===== config.mk =====
export PLATFORM = sky130hd
export DESIGN_NAME = singleBusDatapath
export DESIGN_NICKNAME = d
export VERILOG_FILES = /design/src/hw/datapathPkg.sv /design/src/hw/aluUnit.sv /design/src/hw/busMux.sv /design/src/hw/busRegister.sv /design/src/hw/memoryInterface.sv /design/src/hw/regSelectDecode.sv /design/src/hw/singleBusDatapath.sv
export SDC_FILE = /design/constraint.sdc
export NUM_CORES = 2
export LEC_CHECK = 0
export ABC_AREA = 1
export BUFFER_PORTS_ARGS = -buffer_cell sky130_fd_sc_hd__buf_2
export CAP_MARGIN = 20
export CORE_MARGIN = 2
export CORE_UTILIZATION = 55
export CTS_CLUSTER_DIAMETER = 100
export DETAILED_ROUTE_END_ITERATION = 8
export GPL_TIMING_DRIVEN = 0
export PLACE_DENSITY = 0.71
export RECOVER_POWER = 25
export SLEW_MARGIN = 20
export SYNTH_ARGS = -nofsm -noshare
export SYNTH_HDL_FRONTEND = slang
export SYNTH_HIERARCHICAL = 1
export SYNTH_SLANG_ARGS = --single-unit

===== constraint.sdc =====
create_clock -name Clock -period 6.1 [get_ports Clock]
set_input_delay 0.305 -clock Clock [delete_from_list [all_inputs] [get_ports Clock]]
set_output_delay 0.305 -clock Clock [all_outputs]
set_load 0.1 [all_outputs]

===== src/hw/datapathPkg.sv =====
package datapathPkg;

    // bus and register file sizing
    localparam int wordWidth = 32;
    localparam int regCount = 16;
    localparam int regIdxWidth = 4;
    localparam int addrWidth = 9;   // MAR and PC only reach this far

    localparam int shiftAmountWidth = 5;    // low bits of bus word give the shift count

    typedef logic [wordWidth-1:0] word_t;
    typedef logic [addrWidth-1:0] addr_t;

    // ALU operation codes, as carried in the IR opcode field
    typedef enum logic [4:0] {
        aluAdd = 5'b00011,
        aluSub = 5'b00100,
        aluAnd = 5'b00101,
        aluOr  = 5'b00110,
        aluShr = 5'b00111,
        aluShl = 5'b01000,
        aluNeg = 5'b01111,
        aluNot = 5'b10000
    } aluOp_t;

    // IR field positions
    localparam int opcodeMsb = 31;
    localparam int opcodeLsb = 27;
    localparam int raMsb = 26;
    localparam int raLsb = 23;
    localparam int rbMsb = 22;
    localparam int rbLsb = 19;
    localparam int rcMsb = 18;
    localparam int rcLsb = 15;

endpackage


===== src/hw/aluUnit.sv =====
`timescale 1ns/100ps

module aluUnit (
    input  logic Clock,
    input  logic rstN,
    input  datapathPkg::word_t busData,
    input  datapathPkg::word_t yValue,
    input  datapathPkg::aluOp_t opcode,
    input  logic zIn,
    input  logic incPc,
    input  logic zOut,
    output datapathPkg::word_t zDrive
);
    import datapathPkg::*;

    word_t aluResult;
    word_t zReg;
    logic [shiftAmountWidth-1:0] shiftAmount;

    assign shiftAmount = busData[shiftAmountWidth-1:0];

    // Y is always the left operand, bus the right
    always_comb begin
        case (opcode)
            aluAdd: begin
                aluResult = yValue + busData;
            end
            aluSub: begin
                aluResult = yValue - busData;
            end
            aluAnd: begin
                aluResult = yValue & busData;
            end
            aluOr: begin
                aluResult = yValue | busData;
            end
            aluShr: begin
                aluResult = yValue >> shiftAmount;   // logical shift
            end
            aluShl: begin
                aluResult = yValue << shiftAmount;
            end
            aluNeg: begin
                aluResult = -busData;   // unary ops ignore Y
            end
            aluNot: begin
                aluResult = ~busData;
            end
            default: begin
                aluResult = '0;
            end
        endcase
    end

    always_ff @(posedge Clock) begin
        if (!rstN) begin
            zReg <= '0;
        end else if (zIn) begin
            // PC increment path bypasses the opcode
            if (incPc) begin
                zReg <= busData + word_t'(1);
            end else begin
                zReg <= aluResult;
            end
        end
    end

    assign zDrive = zOut ? zReg : '0;

endmodule


===== src/hw/busMux.sv =====
`timescale 1ns/100ps

module busMux (
    input  datapathPkg::word_t gpDrive [datapathPkg::regCount],
    input  datapathPkg::word_t pcDrive,
    input  datapathPkg::word_t irDrive,
    input  datapathPkg::word_t zDrive,
    input  datapathPkg::word_t mdrDrive,
    input  logic [datapathPkg::regCount-1:0] regRead,
    input  logic pcOut,
    input  logic zOut,
    input  logic mdrOut,
    output datapathPkg::word_t busData,
    output logic busConflict
);
    import datapathPkg::*;

    localparam int selectCount = regCount + 3;
    localparam int countWidth = $clog2(selectCount + 1);

    logic [selectCount-1:0] outSelects;
    logic [countWidth-1:0] activeCount;
    word_t gpOr;

    // general registers first, each already gated by its own select
    always_comb begin
        gpOr = '0;
        for (int i = 0; i < regCount; i++) begin
            gpOr = gpOr | gpDrive[i];
        end
    end

    assign busData = gpOr | pcDrive | irDrive | zDrive | mdrDrive;

    assign outSelects = {regRead, pcOut, zOut, mdrOut};

    // more than one driver at once means two sources are fighting
    always_comb begin
        activeCount = '0;
        for (int i = 0; i < selectCount; i++) begin
            activeCount = activeCount + countWidth'(outSelects[i]);
        end
    end

    assign busConflict = activeCount > countWidth'(1);

endmodule


===== src/hw/busRegister.sv =====
`timescale 1ns/100ps

module busRegister #(
    parameter type payload_t = datapathPkg::word_t
) (
    input  logic Clock,
    input  logic rstN,
    input  datapathPkg::word_t busData,
    input  logic load,
    input  logic drive,
    output payload_t value,
    output datapathPkg::word_t busDrive
);
    import datapathPkg::*;

    localparam int payloadWidth = $bits(payload_t);

    always_ff @(posedge Clock) begin
        if (!rstN) begin
            value <= '0;
        end else if (load) begin
            value <= payload_t'(busData[payloadWidth-1:0]);   // narrow payloads keep low bits
        end
    end

    // zero when not selected so drivers can be ORed together
    assign busDrive = drive ? word_t'(value) : '0;

endmodule


===== src/hw/memoryInterface.sv =====
`timescale 1ns/100ps

module memoryInterface (
    input  logic Clock,
    input  logic rstN,
    input  datapathPkg::word_t busData,
    input  datapathPkg::word_t mDataIn,
    input  logic marIn,
    input  logic mdrIn,
    input  logic read,
    input  logic mdrOut,
    output datapathPkg::addr_t memAddr,
    output datapathPkg::word_t mdrDrive
);
    import datapathPkg::*;

    addr_t marReg;
    word_t mdrReg;
    word_t mdrSource;

    // address only needs the low bits of the bus
    always_ff @(posedge Clock) begin
        if (!rstN) begin
            marReg <= '0;
        end else if (marIn) begin
            marReg <= busData[addrWidth-1:0];
        end
    end

    assign mdrSource = read ? mDataIn : busData;   // memory on read, else bus write-back

    always_ff @(posedge Clock) begin
        if (!rstN) begin
            mdrReg <= '0;
        end else if (mdrIn) begin
            mdrReg <= mdrSource;
        end
    end

    assign memAddr = marReg;
    assign mdrDrive = mdrOut ? mdrReg : '0;

endmodule


===== src/hw/regSelectDecode.sv =====
`timescale 1ns/100ps

module regSelectDecode (
    input  datapathPkg::word_t ir,
    input  logic gra,
    input  logic grb,
    input  logic grc,
    input  logic rIn,
    input  logic rOut,
    output logic [datapathPkg::regCount-1:0] regWrite,
    output logic [datapathPkg::regCount-1:0] regRead
);
    import datapathPkg::*;

    logic [regIdxWidth-1:0] regIdx;
    logic fieldValid;
    logic [regCount-1:0] regOneHot;

    assign fieldValid = gra | grb | grc;

    // ra takes priority, then rb, then rc
    always_comb begin
        if (gra) begin
            regIdx = ir[raMsb:raLsb];
        end else if (grb) begin
            regIdx = ir[rbMsb:rbLsb];
        end else begin
            regIdx = ir[rcMsb:rcLsb];
        end
    end

    always_comb begin
        regOneHot = '0;
        if (fieldValid) begin
            regOneHot[regIdx] = 1'b1;
        end
    end

    assign regWrite = rIn ? regOneHot : '0;    // load strobe per register
    assign regRead = rOut ? regOneHot : '0;    // out-select per register

endmodule


===== src/hw/singleBusDatapath.sv =====
`timescale 1ns/100ps

module singleBusDatapath (
    input  logic Clock,
    input  logic rstN,
    input  logic pcOut,
    input  logic zOut,
    input  logic mdrOut,
    input  logic rOut,
    input  logic gra,
    input  logic grb,
    input  logic grc,
    input  logic rIn,
    input  logic marIn,
    input  logic mdrIn,
    input  logic read,
    input  logic pcIn,
    input  logic irIn,
    input  logic yIn,
    input  logic zIn,
    input  logic incPc,
    input  datapathPkg::aluOp_t opcode,
    input  datapathPkg::word_t mDataIn,
    output datapathPkg::word_t busData,
    output datapathPkg::addr_t memAddr,
    output logic busConflict
);
    import datapathPkg::*;

    logic [regCount-1:0] regWrite;
    logic [regCount-1:0] regRead;
    word_t gpDrive [regCount];
    word_t irValue;
    word_t yValue;
    word_t pcDrive;
    word_t zDrive;
    word_t mdrDrive;

    regSelectDecode regSelectDecode_i (
        .ir(irValue),
        .gra(gra),
        .grb(grb),
        .grc(grc),
        .rIn(rIn),
        .rOut(rOut),
        .regWrite(regWrite),
        .regRead(regRead)
    );

    // general register file, R0 to R15
    for (genvar i = 0; i < regCount; i++) begin : gpReg
        busRegister #(.payload_t(word_t)) gpReg_i (
            .Clock(Clock),
            .rstN(rstN),
            .busData(busData),
            .load(regWrite[i]),
            .drive(regRead[i]),
            .value(),
            .busDrive(gpDrive[i])
        );
    end

    busRegister #(.payload_t(addr_t)) pcReg_i (
        .Clock(Clock),
        .rstN(rstN),
        .busData(busData),
        .load(pcIn),
        .drive(pcOut),
        .value(),
        .busDrive(pcDrive)
    );

    // IR never drives the bus, only feeds the decoder
    busRegister #(.payload_t(word_t)) irReg_i (
        .Clock(Clock),
        .rstN(rstN),
        .busData(busData),
        .load(irIn),
        .drive(1'b0),
        .value(irValue),
        .busDrive()
    );

    busRegister #(.payload_t(word_t)) yReg_i (
        .Clock(Clock),
        .rstN(rstN),
        .busData(busData),
        .load(yIn),
        .drive(1'b0),
        .value(yValue),
        .busDrive()
    );

    busMux busMux_i (
        .gpDrive(gpDrive),
        .pcDrive(pcDrive),
        .irDrive('0),
        .zDrive(zDrive),
        .mdrDrive(mdrDrive),
        .regRead(regRead),
        .pcOut(pcOut),
        .zOut(zOut),
        .mdrOut(mdrOut),
        .busData(busData),
        .busConflict(busConflict)
    );

    aluUnit aluUnit_i (
        .Clock(Clock),
        .rstN(rstN),
        .busData(busData),
        .yValue(yValue),
        .opcode(opcode),
        .zIn(zIn),
        .incPc(incPc),
        .zOut(zOut),
        .zDrive(zDrive)
    );

    memoryInterface memoryInterface_i (
        .Clock(Clock),
        .rstN(rstN),
        .busData(busData),
        .mDataIn(mDataIn),
        .marIn(marIn),
        .mdrIn(mdrIn),
        .read(read),
        .mdrOut(mdrOut),
        .memAddr(memAddr),
        .mdrDrive(mdrDrive)
    );

endmodule


==> impl_metrics.yaml <==
timing:
  slew_viol_final: 0
  fin_skew_ps: 42.64
  fmax_mhz: 163.0
  hold_viol: 0
  finalCriticalPeriod_ps: 6136
  timing.hold.ws_ps: 19.60
  grt_setup_unrepaired: "yes"
  relSlewSlack: 0.2210
  period_share: 1.006
  fin_setup_tns_ps: -35.94
  fin_ws_ps: -35.94
  setup_violations: 1
  tightest_slew_ps: 1174
die:
  start_util: 0.5553
  die_width_um: 300.2
  io_pins: 97
  rows: 108
  core-area_sq_mm: 0.08689
  dieHeight_um: 300.2
  dieArea_sq_mm: 0.09011
clocking:
  cts_tree: "yes"
  cts_made_buffers: 75
  clk_pin_slew_worst_paths_ps: 60
  clock_path_buffers: 3
  cts_sinks: 638
  root_buffer: "clkbuf_16"
  clk_latency_ps: 680
  h-tree-depth: 3
layout:
  final_area_sq_mm: 0.05450
  fillers: 8318
  final_cells: 9718
  layout.nets: 8687
  final_cell_mix: "nand2_1 (2258), inv_1 (1523), nor2_1 (1458)"
  drive_gt1_frac: 0.1775
  multi_input_area_sq_mm: 0.02691
  area_growth_pct: 12.96
  layout_commonest_cell: "nand2_1"
  regArea_sq_mm: 0.01278
route:
  dr.pass1.iters: 8
  drt_wl_total_um: 198200
  drc_errors: 0
  drtIter0Drc: 6181
  vias: 51182
  detail_route.vias_per_cell: 5.267
  ant_nets: 0
  wire_per_inst_um: 20.40
critical_path:
  critical_path_class: "reg2out"
  cp.required_ps: 5790
  cp_max_fo: 4
  cp-start-kind: "flip-flop"
  end_kind: "output port"
  reg2regPathDepth: 29
  cp.arrival_ps: 5830
power:
  leakage_nw: 33.01
  ir_drop_v: 0.0002673
  pwr_density_cell_mw_per_mm2: 222.8
grt:
  grt_pass1_wl_um: 288300
  grt_overflow: 0
  grt_use_total: 0.4280
  first_global_vias: 46278
  grt_max_degree: 60
  antenna_found_initial: 5
synth:
  syn_avg_cell_area_sq_um: 5.879
  synthCells: 8206
  synth_area_sq_mm: 0.04825
  synth_warnings: 6
min_path:
  hp-class: "in2reg"
  hold_depth: 4
outcome:
  failed_checks: "negative setup slack"
  status: "finished, violations left"
placement:
  dpl.hpwl_um: 149300
  post_dp_cell_area_sq_mm: 0.05125
  portBuffers: 89
  dp.cells: 9532
  gp_congestion: 1.085
  dp_slack_ps: -743.3
run:
  max_cap_violations: 0
final timing paths:
kind	from	to	slack, ps
max	irReg_i/value[18]$_SDFFE_PN0P_	busConflict	-40
min	irIn	irReg_i/value[22]$_SDFFE_PN0P_	20
max reg2reg	irReg_i/value[26]$_SDFFE_PN0P_	aluUnit_i/zReg[14]$_SDFFE_PN0P_	60
min reg2reg	gpReg[14].gpReg_i/value[24]$_SDFFE_PN0P_	gpReg[14].gpReg_i/value[24]$_SDFFE_PN0P_	470
stage by stage:
| step | power (mW) | utilization |
|---|---|---|
| floorplan | 6.448 | - |
| global placement | 7.313 | 0.5793 |
| detailed placement | 7.368 | 0.5899 |
| CTS | 12.01 | 0.6234 |
| global route | 12.55 | 0.6271 |
| finish | 12.14 | 0.6272 |
sequential cells by signal, indices dropped and copies added, names as in the netlist:
register                   cells
irReg_i/value                 12
aluUnit_i/zReg                32
gpReg.gpReg_i/value          512
memoryInterface_i/memAddr      9
memoryInterface_i/mdrReg      32
yReg_i/value                  32
pcReg_i/value                  9
per-layer routing:
metal | vias to the layer above | part of all wire | GRT usage
met5 | - | 0.00049 | 0
met4 | 8 | 0.068 | 0.2527
met3 | 636 | 0.10 | 0.08678
met2 | 2740 | 0.43 | 0.6561
met1 | 23234 | 0.40 | 0.5567
li1 | 24564 | - | -
report_power, final:
group | leakage (nW) | switching [mW] | internal (mW)
Clock | 1.26 | 1.97 | 2.70
Combinational | 26.6 | 2.16 | 0.889
Sequential | 5.19 | 0.122 | 4.31
final cells by class:
| class | instances | share of cell area |
|---|---|---|
| diodes | 3 | 0.0001378 |
| repair buffers | 170 | 0.02982 |
| clock buffers | 102 | 0.04020 |
| clock inverters | 30 | 0.006359 |
| multi-input cells | 5705 | 0.4938 |
| flip-flops and latches | 638 | 0.2346 |
| well taps | 1155 | 0.02652 |
| plain buffers | 365 | 0.06157 |
| inverters | 1550 | 0.1070 |
critical path, stage by stage, from the launching register on:
cell	delay [ps]
dfxtp_2	330
nand2_1	60
nand3_2	130
nand2_8	100
inv_8	100
nand2_8	80
nor3_4	340
inv_2	70
fa_1	510
fa_1	540
fa_1	430
fa_1	490
fa_1	530
inv_2	40
fa_2	390
inv_2	60
fa_1	400
inv_1	70
nor2_1	40
nand4_1	230
buf_12	220
timing repair:
item,4_1_cts,5_1_grt
pin swaps,9,36
endpoints found under the hold margin,31,0
hold buffers,24,0
gates resized for setup,18,52
setup buffers,7,21
setup endpoints to repair,13,12
(Power assumes the default switching activity.)
